===== src/include/fpu_config.svh =====
`ifndef FPU_CONFIG_SVH
`define FPU_CONFIG_SVH

// Binary16 field widths.
`define FP_EXPW 5
`define FP_FRACW 10

// Exponent bias of the format.
`define FP_BIAS 15

// Radix-4 steps for an 11-bit significand, two bits per step.
`define SIG_ITERATIONS 6

`endif


===== src/verilog/fpuPkg.sv =====
`include "fpu_config.svh"

package fpuPkg;

  // Format word with the sign in the MSB, then exponent, then fraction.
  typedef logic [`FP_EXPW + `FP_FRACW:0] fpWord_t;

  typedef logic [`FP_EXPW-1:0] fpExp_t;

  // Signed exponent with room for sums outside the encodable range.
  typedef logic signed [`FP_EXPW+1:0] wideExp_t;

  // Significand including the hidden bit.
  typedef logic [`FP_FRACW:0] sig_t;

  typedef logic [2*`FP_FRACW+1:0] product_t;

  // Bit 1 is zero, bit 0 is negative.
  typedef logic [1:0] condCode_t;

  // Bits from the top are invalid, overflow, underflow, inexact.
  typedef logic [3:0] statusFlag_t;

  typedef enum logic [1:0] {
    specialNone,
    specialZero,
    specialInf,
    specialNan
  } special_t;

  typedef enum logic [1:0] {
    stateIdle,
    stateMultiply,
    stateNormalize,
    stateHold
  } controlState_t;

endpackage


===== src/verilog/fpuInterfaces.sv =====
// Significand operands, start and the finished product.
interface sigMulIf import fpuPkg::*; ();
  logic start;
  sig_t sigA;
  sig_t sigB;
  product_t product;
  logic done;

  modport control (output start, input done);
  modport source (output sigA, sigB);
  modport multiplier (input start, sigA, sigB, output product, done);
  modport sink (input product);
endinterface

// Exponent, sign and special-case information for the normalizer.
interface normIf import fpuPkg::*; ();
  logic sign;
  wideExp_t wideExp;
  fpExp_t subShift;
  special_t special;
  logic invalid;

  modport source (output sign, wideExp, subShift, special, invalid);
  modport sink (input sign, wideExp, subShift, special, invalid);
endinterface


===== src/verilog/expSignUnit.sv =====
`include "fpu_config.svh"

module expSignUnit import fpuPkg::*; (
  input logic clock,
  input logic reset,
  input logic captureOperands,
  input fpWord_t operandA,
  input fpWord_t operandB,
  sigMulIf.source mul,
  normIf.source norm
);

  localparam int SignBit = `FP_EXPW + `FP_FRACW;

  fpWord_t heldA;
  fpWord_t heldB;
  fpExp_t expA;
  fpExp_t expB;
  logic [`FP_FRACW-1:0] fracA;
  logic [`FP_FRACW-1:0] fracB;
  logic zeroA;
  logic zeroB;
  logic infA;
  logic infB;
  logic nanA;
  logic nanB;
  wideExp_t wideExp;

  always_ff @(posedge clock or posedge reset) begin
    if (reset) begin
      heldA <= '0;
      heldB <= '0;
    end else if (captureOperands) begin
      heldA <= operandA;
      heldB <= operandB;
    end
  end

  assign expA = heldA[SignBit-1 -: `FP_EXPW];
  assign expB = heldB[SignBit-1 -: `FP_EXPW];
  assign fracA = heldA[`FP_FRACW-1:0];
  assign fracB = heldB[`FP_FRACW-1:0];

  // Hidden bit only for normal numbers.
  assign mul.sigA = {expA != '0, fracA};
  assign mul.sigB = {expB != '0, fracB};

  assign norm.sign = heldA[SignBit] ^ heldB[SignBit];

  // Subnormals scale like exponent 1.
  assign wideExp = ((expA == '0) ? wideExp_t'(1) : wideExp_t'(expA))
                 + ((expB == '0) ? wideExp_t'(1) : wideExp_t'(expB))
                 - wideExp_t'(`FP_BIAS);
  assign norm.wideExp = wideExp;
  assign norm.subShift = (wideExp < 1) ? fpExp_t'(1 - wideExp) : '0;

  assign zeroA = (expA == '0) && (fracA == '0);
  assign zeroB = (expB == '0) && (fracB == '0);
  assign infA = (expA == '1) && (fracA == '0);
  assign infB = (expB == '1) && (fracB == '0);
  assign nanA = (expA == '1) && (fracA != '0);
  assign nanB = (expB == '1) && (fracB != '0);

  // Invalid is raised only for infinity times zero.
  always_comb begin
    norm.invalid = 1'b0;
    if (nanA || nanB) begin
      norm.special = specialNan;
    end else if ((infA || infB) && (zeroA || zeroB)) begin
      norm.special = specialNan;
      norm.invalid = 1'b1;
    end else if (infA || infB) begin
      norm.special = specialInf;
    end else if (zeroA || zeroB) begin
      norm.special = specialZero;
    end else begin
      norm.special = specialNone;
    end
  end

endmodule


===== src/verilog/fpuMulControl.sv =====
module fpuMulControl import fpuPkg::*; (
  input logic clock,
  input logic reset,
  input logic inValid,
  output logic inReady,
  output logic outValid,
  input logic outReady,
  sigMulIf.control mul,
  output logic captureOperands,
  output logic normalizeStep
);

  controlState_t state;
  controlState_t nextState;
  logic startPulse;

  // Operands are only taken while nothing is in flight.
  assign inReady = (state == stateIdle);
  assign captureOperands = inValid && inReady;
  assign normalizeStep = (state == stateNormalize);
  assign outValid = (state == stateHold);

  // Multiplier kicks off the cycle after the accept edge.
  assign mul.start = startPulse;

  always_comb begin
    nextState = state;
    case (state)
      stateIdle: begin
        if (captureOperands) begin
          nextState = stateMultiply;
        end
      end
      stateMultiply: begin
        if (mul.done) begin
          nextState = stateNormalize;
        end
      end
      stateNormalize: begin
        nextState = stateHold;
      end
      default: begin
        // Result waits here until the consumer takes it.
        if (outReady) begin
          nextState = stateIdle;
        end
      end
    endcase
  end

  always_ff @(posedge clock or posedge reset) begin
    if (reset) begin
      state <= stateIdle;
      startPulse <= 1'b0;
    end else begin
      state <= nextState;
      startPulse <= captureOperands;
    end
  end

endmodule


===== src/verilog/fpuMulTop.sv =====
module fpuMulTop import fpuPkg::*; (
  input logic clock,
  input logic reset,
  input logic inValid,
  output logic inReady,
  input fpWord_t operandA,
  input fpWord_t operandB,
  output logic outValid,
  input logic outReady,
  output fpWord_t result,
  output condCode_t condCodes,
  output statusFlag_t statusFlags
);

  logic captureOperands;
  logic normalizeStep;

  sigMulIf mulBus ();
  normIf normBus ();

  fpuMulControl controlUnit (
    .clock(clock),
    .reset(reset),
    .inValid(inValid),
    .inReady(inReady),
    .outValid(outValid),
    .outReady(outReady),
    .mul(mulBus.control),
    .captureOperands(captureOperands),
    .normalizeStep(normalizeStep)
  );

  sigMultiplier multiplierUnit (
    .clock(clock),
    .reset(reset),
    .mul(mulBus.multiplier)
  );

  expSignUnit expSign (
    .clock(clock),
    .reset(reset),
    .captureOperands(captureOperands),
    .operandA(operandA),
    .operandB(operandB),
    .mul(mulBus.source),
    .norm(normBus.source)
  );

  fpuNormalizer normalizer (
    .clock(clock),
    .reset(reset),
    .normalizeStep(normalizeStep),
    .mul(mulBus.sink),
    .norm(normBus.sink),
    .result(result),
    .condCodes(condCodes),
    .statusFlags(statusFlags)
  );

endmodule


===== src/verilog/fpuNormalizer.sv =====
`include "fpu_config.svh"

module fpuNormalizer import fpuPkg::*; (
  input logic clock,
  input logic reset,
  input logic normalizeStep,
  sigMulIf.sink mul,
  normIf.sink norm,
  output fpWord_t result,
  output condCode_t condCodes,
  output statusFlag_t statusFlags
);

  localparam int ProdW = 2 * `FP_FRACW + 2;
  localparam int ProdHidden = ProdW - 2;
  // Enough low padding that the deepest subnormal shift loses nothing.
  localparam int Pad = 16;
  localparam int ExtW = ProdW + Pad;
  localparam int HiddenBit = ProdHidden + Pad;
  localparam int PackW = `FP_EXPW + `FP_FRACW;
  localparam fpExp_t ExpMax = '1;
  localparam fpWord_t QuietNan = {1'b0, ExpMax, 1'b1, {(`FP_FRACW-1){1'b0}}};

  logic [$clog2(ProdW)-1:0] leadPos;
  wideExp_t leadZeros;
  wideExp_t shiftLeft;
  wideExp_t normExp;
  logic [ExtW-1:0] extended;
  logic [ExtW-1:0] aligned;
  logic [`FP_FRACW-1:0] mantissa;
  logic guardBit;
  logic stickyBit;
  logic roundUp;
  fpExp_t expField;
  logic [PackW-1:0] rounded;
  logic overflow;
  logic inexact;
  logic underflow;
  fpWord_t finalWord;
  statusFlag_t finalFlags;

  always_comb begin
    leadPos = '0;
    for (int i = 0; i < ProdW; i++) begin
      if (mul.product[i]) begin
        leadPos = ($clog2(ProdW))'(i);
      end
    end
  end

  assign leadZeros = wideExp_t'(ProdHidden) - wideExp_t'(leadPos);
  assign extended = {mul.product, {Pad{1'b0}}};

  // Put the leading one on the hidden bit, but never below exponent 1.
  always_comb begin
    shiftLeft = '0;
    if (norm.subShift != '0) begin
      aligned = extended >> norm.subShift;
      normExp = wideExp_t'(1);
    end else if (mul.product[ProdW-1]) begin
      aligned = extended >> 1;
      normExp = norm.wideExp + wideExp_t'(1);
    end else begin
      shiftLeft = (leadZeros < norm.wideExp - 1) ? leadZeros : norm.wideExp - wideExp_t'(1);
      aligned = extended << shiftLeft;
      normExp = norm.wideExp - shiftLeft;
    end
  end

  assign mantissa = aligned[HiddenBit-1 -: `FP_FRACW];
  assign guardBit = aligned[HiddenBit-1-`FP_FRACW];
  assign stickyBit = |aligned[HiddenBit-2-`FP_FRACW:0];
  assign roundUp = guardBit && (stickyBit || mantissa[0]);

  // No hidden bit left means a subnormal, exponent field zero.
  assign expField = aligned[HiddenBit] ? fpExp_t'(normExp) : '0;

  // A mantissa carry moves into the exponent field.
  assign rounded = {expField, mantissa} + PackW'(roundUp);
  assign overflow = (normExp >= wideExp_t'(ExpMax)) || (rounded[PackW-1 -: `FP_EXPW] == ExpMax);
  assign inexact = guardBit || stickyBit || overflow;
  assign underflow = inexact && !overflow && (rounded[PackW-1 -: `FP_EXPW] == '0);

  always_comb begin
    finalFlags = '0;
    finalFlags[3] = norm.invalid;
    case (norm.special)
      specialZero: finalWord = {norm.sign, {PackW{1'b0}}};
      specialInf: finalWord = {norm.sign, ExpMax, {`FP_FRACW{1'b0}}};
      specialNan: finalWord = QuietNan;
      default: begin
        if (overflow) begin
          finalWord = {norm.sign, ExpMax, {`FP_FRACW{1'b0}}};
        end else begin
          finalWord = {norm.sign, rounded};
        end
        finalFlags[2] = overflow;
        finalFlags[1] = underflow;
        finalFlags[0] = inexact;
      end
    endcase
  end

  always_ff @(posedge clock or posedge reset) begin
    if (reset) begin
      result <= '0;
      condCodes <= '0;
      statusFlags <= '0;
    end else if (normalizeStep) begin
      result <= finalWord;
      condCodes <= {finalWord[PackW-1:0] == '0, finalWord[PackW]};
      statusFlags <= finalFlags;
    end
  end

endmodule


===== src/verilog/sigMultiplier.sv =====
`include "fpu_config.svh"

module sigMultiplier import fpuPkg::*; (
  input logic clock,
  input logic reset,
  sigMulIf.multiplier mul
);

  localparam int CountWidth = $clog2(`SIG_ITERATIONS + 1);

  product_t multiplicand;
  sig_t multiplierBits;
  product_t accumulator;
  logic [CountWidth-1:0] stepsLeft;
  logic busy;

  product_t stepMultiplicand;
  sig_t stepMultiplier;
  product_t partial;
  product_t accumulatorNext;

  // The start cycle already performs the first step on the live operands.
  always_comb begin
    stepMultiplicand = mul.start ? product_t'(mul.sigA) : multiplicand;
    stepMultiplier = mul.start ? mul.sigB : multiplierBits;
    case (stepMultiplier[1:0])
      2'd0: partial = '0;
      2'd1: partial = stepMultiplicand;
      2'd2: partial = stepMultiplicand << 1;
      default: partial = stepMultiplicand + (stepMultiplicand << 1);
    endcase
    if (mul.start) begin
      accumulatorNext = partial;
    end else if (busy) begin
      accumulatorNext = accumulator + partial;
    end else begin
      accumulatorNext = accumulator;
    end
  end

  // Product is complete during the last step and holds afterwards.
  assign mul.product = accumulatorNext;
  assign mul.done = busy && (stepsLeft == CountWidth'(1));

  always_ff @(posedge clock or posedge reset) begin
    if (reset) begin
      busy <= 1'b0;
      stepsLeft <= '0;
    end else if (mul.start) begin
      busy <= 1'b1;
      stepsLeft <= CountWidth'(`SIG_ITERATIONS - 1);
    end else if (busy) begin
      busy <= (stepsLeft != CountWidth'(1));
      stepsLeft <= stepsLeft - CountWidth'(1);
    end
  end

  always_ff @(posedge clock) begin
    if (mul.start || busy) begin
      accumulator <= accumulatorNext;
      multiplicand <= stepMultiplicand << 2;
      multiplierBits <= stepMultiplier >> 2;
    end
  end

endmodule

===== config.mk =====
export PLATFORM = sky130hd
export DESIGN_NAME = fpuMulTop
export DESIGN_NICKNAME = d
export VERILOG_FILES = /design/src/verilog/fpuPkg.sv /design/src/verilog/fpuInterfaces.sv /design/src/verilog/expSignUnit.sv /design/src/verilog/fpuMulControl.sv /design/src/verilog/fpuMulTop.sv /design/src/verilog/fpuNormalizer.sv /design/src/verilog/sigMultiplier.sv
export VERILOG_INCLUDE_DIRS = /design/src /design/src/include
export SDC_FILE = /design/constraint.sdc
export NUM_CORES = 1
export LEC_CHECK = 0
export BUFFER_PORTS_ARGS = -buffer_cell sky130_fd_sc_hd__buf_2
export CORE_MARGIN = 1
export CORE_UTILIZATION = 29
export DETAILED_ROUTE_END_ITERATION = 8
export SLEW_MARGIN = 20
export SYNTH_ARGS = -nofsm -noshare
export SYNTH_HDL_FRONTEND = slang
export SYNTH_HIERARCHICAL = 1
export SYNTH_SLANG_ARGS = --single-unit

===== constraint.sdc =====
create_clock -name clock -period 13.38 [get_ports clock]
set_clock_uncertainty 0.1 [all_clocks]
set_input_delay 2.676 -clock clock [delete_from_list [all_inputs] [get_ports clock]]
set_output_delay 2.676 -clock clock [all_outputs]
set_load 0.005 [all_outputs]

==> summary.txt, run 1 <==
Tcrit/Tclk final = 94.9%
Diode count = 0
Commonest non-fill, non-tap cell in the layout = nor2_1
Worst-case clock buffer depth = 2
Leakage = 5.35 nW
Synthesized area = 12,600 um2
Area leader, netlist = edfxtp_1
Tot Pwr = 0.642 mW
Clock sinks = 111
Setup violators final = 0
H-tree lvl count = 3
Worst path arrival time = 12.85 ns
Min Tclk post-route = 12.70 ns
Post-synthesis cell count = 1,504
Status = finished clean
Worst-path clk slew = 0.08 ns
Die Wd = 210 um
Most frequent cells in the layout = nor2_1, a21oi_1, nand2_1
Number of failing hold endpoints at the final stage = 0
Post-synth EDFFs = 51
Mapped Nets = 1,618
Clk root buf = clkbuf_16
GRT Util Overall = 18.8%
Req. time, crit path = 13.53 ns
Peak VDD IR = 0.0525 mV
First drt pass iteration count = 5
Layout Nets = 1,616
TritonCTS clock tree = yes
Number of remaining DRC errors = 0
Slowest-stage cell, CP = or4_4
Relative slew slack = 27.6%
Crit start category = flop
Die H = 210 um
Slowest stage delay, CP = 0.58 ns
Post-DP Area = 13,300 um2
Ys flop type = dfrtp_1
F_max = 78.7 MHz
FF+latch count, synth = 111
I/O pin total = 60
Cts hold-fix bufs = 0
Area growth syn-to-layout = 9.16%
Critical Path Sink Type = flop
Async set-reset flop share out of synthesis = 54.1%
Sequential fraction of the synthesis area = 24.1%
Pre-CTS setup slack = 0.705 ns
Starting Density = 29.7%
Via count = 12,000
Core Util, Final = 32.4%
# Max-Cap Violations = 0
Routability congestion estimate from global placement = 0.970
Port bufs = 59
Fin. max-slew vios = 0
Share of Yosys cell area claimed by the top area cell type = 12.2%
Cell area after layout = 13,700 um2
RSZ-0062 raised after global routing = false
Hold_ws = 0.388 ns
Unique cell type count in the Yosys netlist = 107
Antenna violation net count after detailed routing = 0
Initial drt markers = 1,203
Detailed placer's ending HPWL = 31.6 mm
Pwr per Cell Area = 46.7 nW/um2
Final worst slack = 0.681 ns
Pin count of the biggest net entering global routing = 39
Setup TNS = 0 ns
Syn Area/Cell = 8.36 um2
Final WL = 41.7 mm
Initial antenna violation count = 0
Clock Latency Late Sink = 0.38 ns
Crit Path Class = reg -> reg
Full die area = 44,200 um2
Vias in the first global route = 11,500
Layout cell share with drive strength beyond 1 = 16.5%
Vias per std cell = 5.75
Core ar. = 42,300 um2
Hold Path Class = reg -> reg
First-pass GRT wire length = 65.3 mm
Crit Path Max Fanout = 17
Grt ovf = 0
Non-Filler Instances = 2,084
Inst Count DP = 2,064
Ys Warns = 6
FP Rows = 75
Routed len/inst = 20.0 um
Slew @ Worst Pin = 1.09 ns
Total CTS buffers = 9
Area contributors post-synth = edfxtp_1, dfrtp_1, ha_1
## worst max-delay path, delay by kind of cell (launching register included)
| family | cells | cell delay (ns) |
|---|---|---|
| muxes | 1 | 0.34 |
| and+or+nand+nor | 11 | 3.95 |
| adders and majority gates | 3 | 1.05 |
| DFF | 1 | 0.42 |
| buffers and inverters | 5 | 0.78 |
| AOI/OAI and AO/OA | 22 | 5.56 |
| xor gates and xnor gates | 2 | 0.33 |
## routing by layer
| layer | routed length (um) | global-route usage (%) |
|---|---|---|
| met1 | 18300 | 24.5 |
| met2 | 19700 | 31.1 |
| met3 | 2310 | 2.55 |
| met4 | 1290 | 7.88 |
| met5 | 0 | 0 |
## area by class of cell
type                       instances  area (um2)
tap                              577         722
sequential                       111        3030
timing repair buffer             102         618
clock inverter                     6        62.6
multi-input combinational       1197        8760
clock buffer                      10         229
fill                            4395       28600
inverter                          81         304
## logic make-up after synthesis
| logic type | synth area share [%] |
|---|---|
| AO/OA/AOI/OAI | 27.9 |
| XOR/XNOR | 4.72 |
| adder cells (fa/ha/maj) | 8.03 |
| buffers and inverters | 6.85 |
| flip-flops | 24.1 |
| multiplexers | 9.97 |
| AND/OR/NAND/NOR | 18.4 |
## path summary, 6_finish.rpt
path                                 startpoint                           to  slack (ns)  cells past startpoint
hold reg to reg            normalizer/result[3]         normalizer/result[3]        0.39                      1
min in group asynchronous                 reset  multiplierUnit/stepsLeft[1]        2.14                      2
setup reg to reg              expSign/heldA[12]         normalizer/result[0]        0.68                     44
max in group asynchronous                 reset         normalizer/result[4]       10.28                      2
hold / removal             normalizer/result[3]         normalizer/result[3]        0.39                      1
setup / recovery              expSign/heldA[12]         normalizer/result[0]        0.68                     44
## state kept, by name, summed over array words and instances (netlist names), 2 cells and up
signal / cells
normalizer/condCodes: 2
multiplierUnit/accumulator: 22
expSign/heldA: 16
multiplierUnit/multiplicand: 20
normalizer/result: 15
multiplierUnit/multiplierBits: 9
normalizer/statusFlags: 4
controlUnit/state: 2
multiplierUnit/stepsLeft: 3
expSign/heldB: 16
## power breakdown
group	internal, mW	switching (mW)
sequential	0.354	0
combinational	0.00391	0.00573
clock	0.132	0.146
total	0.489	0.152
## synth_stat cells (42+ instances only)
master and count:
nor2_1 137, a21oi_1 106, nand2_1 90, inv_1 79, ha_1 75, clkbuf_1 63, mux2_2 62, dfrtp_1 60
o21ai_0 55, edfxtp_1 51, mux2i_1 42
## repair_timing
action                                  4_1_cts  5_1_grt
endpoints found under the setup margin        0       15
gates resized for setup                       0       16
setup buffers                                 0        4
(Power assumes the default switching activity.)
==> inputs of run 2 (changes only) <==
- ABC_AREA: unset -> 1
==> summary.txt, run 2 <==
Syn Area/Cell = 6.44 um2
Pin count of the biggest net entering global routing = 54
H-tree lvl count = 3
Hold_ws = 0.380 ns
Most frequent CP cell = nand2_1
TritonCTS clock tree = yes
Vias in the first global route = 11,900
Largest register FFs = 22
Synthesized area = 12,500 um2
Req. time, crit path = 13.60 ns
Layout Nets = 2,070
Worst-path clk slew = 0.08 ns
Reg2Reg Setup Slack = 2.07 ns
Unique cell type count in the Yosys netlist = 65
Routability congestion estimate from global placement = 0.922
Multi-input logic area = 8010 um2
Slowest-stage cell, CP = dfrtp_2
F_max = 88.4 MHz
Most frequent cell after synthesis = nand2_1
Starting Density = 29.7%
Post_cts resized = 0
Tcrit/Tclk final = 84.5%
Biggest register = multiplierUnit/accumulator
Pre-CTS setup slack = 2.19 ns
Relative slew slack = 37.3%
Crit Path Class = reg -> reg
Setup violators final = 0
Hold Path Sink = normalizer/statusFlags[3]
Clock sinks = 111
Antenna violation net count after detailed routing = 0
Worst reg2reg path depth = 69
Reg-to-reg critical path startpoint = controlUnit/mul.start
Post-synthesis cell count = 1,944
Diode count = 0
Post-DP Area = 13,200 um2
Cts hold-fix bufs = 0
Grt ovf = 0
Cell area after layout = 13,500 um2
Core ar. = 42,200 um2
FF+latch count, synth = 111
I/O pin total = 60
Die H = 210 um
Ys flop type = dfrtp_1
Worst Min Path Start = normalizer/statusFlags[3]
Area contributors post-synth = nand2_1, edfxtp_1, dfrtp_1
Min Tclk post-route = 11.31 ns
Routed len/inst = 15.7 um
Setup TNS = 0 ns
Slew @ Worst Pin = 0.941 ns
First drt pass iteration count = 6
Initial antenna violation count = 0
Final WL = 39.3 mm
Most frequent cells after synthesis = nand2_1, inv_1, nand3_1, nor2_1, o21ai_0
Most frequent cells in the layout = nand2_1, inv_1, nand3_1
Port bufs = 59
FP Rows = 75
Worst-case clock buffer depth = 2
Clk root buf = clkbuf_16
# Max-Cap Violations = 0
Reg-to-Reg End = normalizer/condCodes[1]
Via count = 12,700
First-pass GRT wire length = 62.9 mm
Area growth syn-to-layout = 8.01%
Number of remaining DRC errors = 0
Layout cell share with drive strength beyond 1 = 10.2%
Mapped Nets = 2,058
Detailed placer's ending HPWL = 31.0 mm
GRT Util Overall = 17.8%
Die Wd = 210 um
Hold Path Class = reg -> reg
Fin. max-slew vios = 0
Status = finished clean
Biggest regs = multiplierUnit/accumulator (22), multiplierUnit/multiplicand (20)
Async set-reset flop share out of synthesis = 54.1%
Commonest non-fill, non-tap cell in the layout = nand2_1
Final worst slack = 2.07 ns
Full die area = 44,000 um2
Initial drt markers = 994
Critical Path Sink Type = flop
Ys Warns = 6
Worst hold path depth = 2
Area leader, netlist = nand2_1
Post-synth EDFFs = 51
Sequential fraction of the synthesis area = 24.2%
Share of Yosys cell area claimed by the top area cell type = 16.1%
Total CTS buffers = 9
Worst path arrival time = 11.53 ns
Crit start category = flop
Filler cell count = 4,680
Vias per std cell = 5.07
Clock Latency Late Sink = 0.39 ns
# Post-CTS Setup Buffers = 0
FF/Latch Area = 3030 um2
Number of failing hold endpoints at the final stage = 0
Slowest stage delay, CP = 0.70 ns
Crit Path Max Fanout = 39
RSZ-0062 raised after global routing = false
-- run 2: final cells by class --
cell class	count	share of cell area, %
sequential	111	22.4
multi-input combinational	1480	59.2
timing repair buffer	85	3.63
clock inverter	7	0.610
tap	539	4.99
inverter	269	7.48
clock buffer	9	1.66
-- run 2: worst max-delay path by stage --
| stage | slack [ns] | endpoint | startpoint |
|---|---|---|---|
| floorplan | 4.52 | normalizer/condCodes[1] | controlUnit/mul.start |
| global placement | 2.33 | normalizer/condCodes[1] | controlUnit/mul.start |
| detailed placement | 2.19 | normalizer/condCodes[1] | controlUnit/mul.start |
| CTS | 2.10 | normalizer/condCodes[1] | controlUnit/mul.start |
| global route | 0.62 | normalizer/condCodes[1] | controlUnit/mul.start |
| finish | 2.07 | normalizer/condCodes[1] | controlUnit/mul.start |
-- run 2: through the flow --
stage	cells	utilization, %
after global placement	2484	31.3
after detailed placement	2484	31.3
after CTS	2500	32.0
after floorplan	1944	-
after global routing	2500	32.0
final	2500	32.0
-- run 2: worst max-delay path: cells and delay by family (launching register included) --
family / cells / cell delay [ns]
flip-flops: 1 / 0.70
XOR/XNOR: 2 / 0.26
buffers and inverters: 12 / 2.35
AND/OR/NAND/NOR: 39 / 4.39
adder cells (fa/ha/maj): 5 / 1.44
AO/OA/AOI/OAI: 11 / 1.96
-- run 2: routing by layer --
layer,GRT usage [%],vias up,share of wire [%]
li1,-,6417,-
met1,23.7,5895,47
met2,29.5,326,46
met3,2.90,46,5.1
met4,5.31,0,2.3
met5,0,-,0
-- run 2: cell families (layout without fill, tap and decap cells) --
group                      after synthesis  count (layout)  synth area share, %
and+or+nand+nor                       1006            1006                 35.7
buffers and inverters                  353             370                 11.9
AOI/OAI and AO/OA                      337             337                 15.8
DFF                                    111             111                 24.2
adders and majority gates               78              78                 7.97
xor gates and xnor gates                33              33                 2.31
muxes                                   26              26                 2.20
Power of run 2 is left out: the tool's default activity adds up to more than one toggle a clock period on the data nets, which glitch-free logic cannot reach.
==> inputs of run 3 (changes only) <==
- clock period: 13.38 -> 10.39 ns (I/O delays scaled with it)
==> summary.txt, run 3 (synthesis results as in run 2) <==
Slowest-stage cell, CP = dfrtp_4
Setup violators final = 0
Clk root buf = clkbuf_16
Setup TNS = 0 ns
Relative slew slack = 47.2%
Critical Path Sink Type = flop
Tcrit/Tclk final = 92.6%
Clock Latency Late Sink = 0.39 ns
Cts hold-fix bufs = 0
Antenna violation net count after detailed routing = 0
Core ar. = 42,200 um2
TritonCTS clock tree = yes
Biggest register = multiplierUnit/accumulator
First drt pass iteration count = 6
Routed len/inst = 16.0 um
Crit Path Max Fanout = 9
Number of failing hold endpoints at the final stage = 0
Final WL = 40.7 mm
Worst path arrival time = 9.84 ns
Worst-case clock buffer depth = 2
Die H = 210 um
GRT Util Overall = 18.2%
FP Rows = 75
Number of remaining DRC errors = 0
Slew @ Worst Pin = 0.791 ns
First-pass GRT wire length = 64.0 mm
Crit start category = flop
Most frequent CP cell = nand2_1
F_max = 104 MHz
Initial drt markers = 1,183
Largest register FFs = 22
Total CTS buffers = 9
Worst-path clk slew = 0.09 ns
Full die area = 44,000 um2
Port bufs = 59
Layout Nets = 2,111
Detailed placer's ending HPWL = 32.2 mm
Diode count = 0
Cell area after layout = 14,100 um2
Hold Path Class = reg -> reg
I/O pin total = 60
Layout cell share with drive strength beyond 1 = 13.9%
Vias in the first global route = 12,200
Grt ovf = 0
Biggest regs = multiplierUnit/accumulator (22), multiplierUnit/multiplicand (20)
Post-DP Area = 13,400 um2
H-tree lvl count = 3
Hold_ws = 0.377 ns
Fin. max-slew vios = 0
Pin count of the biggest net entering global routing = 54
Clock sinks = 111
Min Tclk post-route = 9.62 ns
Slowest stage delay, CP = 0.48 ns
# Max-Cap Violations = 0
Starting Density = 29.7%
Commonest non-fill, non-tap cell in the layout = nand2_1
Via count = 13,100
Status = finished clean
Area growth syn-to-layout = 12.3%
Vias per std cell = 5.16
Most frequent cells in the layout = nand2_1, inv_1, nand3_1
Die Wd = 210 um
Routability congestion estimate from global placement = 0.958
Crit Path Class = reg -> reg
Req. time, crit path = 10.61 ns
Initial antenna violation count = 0
## run 3: changes by cell type in the layout (fill, tap and decap cells not counted), moves of 7 or more
cell / previous run / this run
nor2_1: 151 / 144
a21oi_1: 99 / 90
a21oi_2: 5 / 12
buf_4: 26 / 63
nor2_2: 5 / 12
## run 3: path summary, 6_finish.rpt
check / startpoint / end / cells after the start / slack, ns
max: controlUnit/mul.start / normalizer/condCodes[1] / 69 / 0.77
min: normalizer/statusFlags[3] / normalizer/statusFlags[3] / 2 / 0.38
max reg2reg: controlUnit/mul.start / normalizer/condCodes[1] / 69 / 0.77
min reg2reg: normalizer/statusFlags[3] / normalizer/statusFlags[3] / 2 / 0.38
max in group asynchronous: reset / normalizer/result[13] / 2 / 7.88
min in group asynchronous: reset / controlUnit/mul.start / 2 / 1.53
## run 3: final cells by class
class	count	area, um2
inverter	269	1010
clock inverter	7	85.1
timing repair buffer	125	805
sequential	111	3040
fill	4581	28200
tap	539	674
clock buffer	9	225
multi-input combinational	1481	8220
## run 3: timing repair
action,CTS,global route
setup buffers,0,19
gates resized for setup,0,59
setup endpoints to repair,0,19
## run 3: critical path: cells and delay by family, from the launching register on
| kind | cells | cell delay, ns |
|---|---|---|
| buffers and inverters | 12 | 1.27 |
| AO/OA/AOI/OAI | 15 | 2.45 |
| XOR/XNOR | 5 | 0.77 |
| adder cells (fa/ha/maj) | 6 | 1.77 |
| flip-flops | 1 | 0.48 |
| AND/OR/NAND/NOR | 31 | 2.71 |
## run 3: metrics by stage
stage               worst slack (ns)  util, %  cells
finish                         0.765     33.3   2541
global route                 -0.0475     33.3   2541
CTS                           0.0320     32.4   2521
detailed placement             0.108     31.7   2505
global placement               0.285     31.7   2505
floorplan                       1.53        -   1944
## run 3: routing by layer
metal	wire [um]	global-route usage (%)	part of all wire (%)	up-vias
met2	18700	30.2	46	462
met5	0	0	0	-
li1	-	-	-	6530
met1	18700	24.6	46	6047
met4	1080	5.74	2.7	0
met3	2290	2.20	5.6	71
Power of run 3 is left out for the same reason.
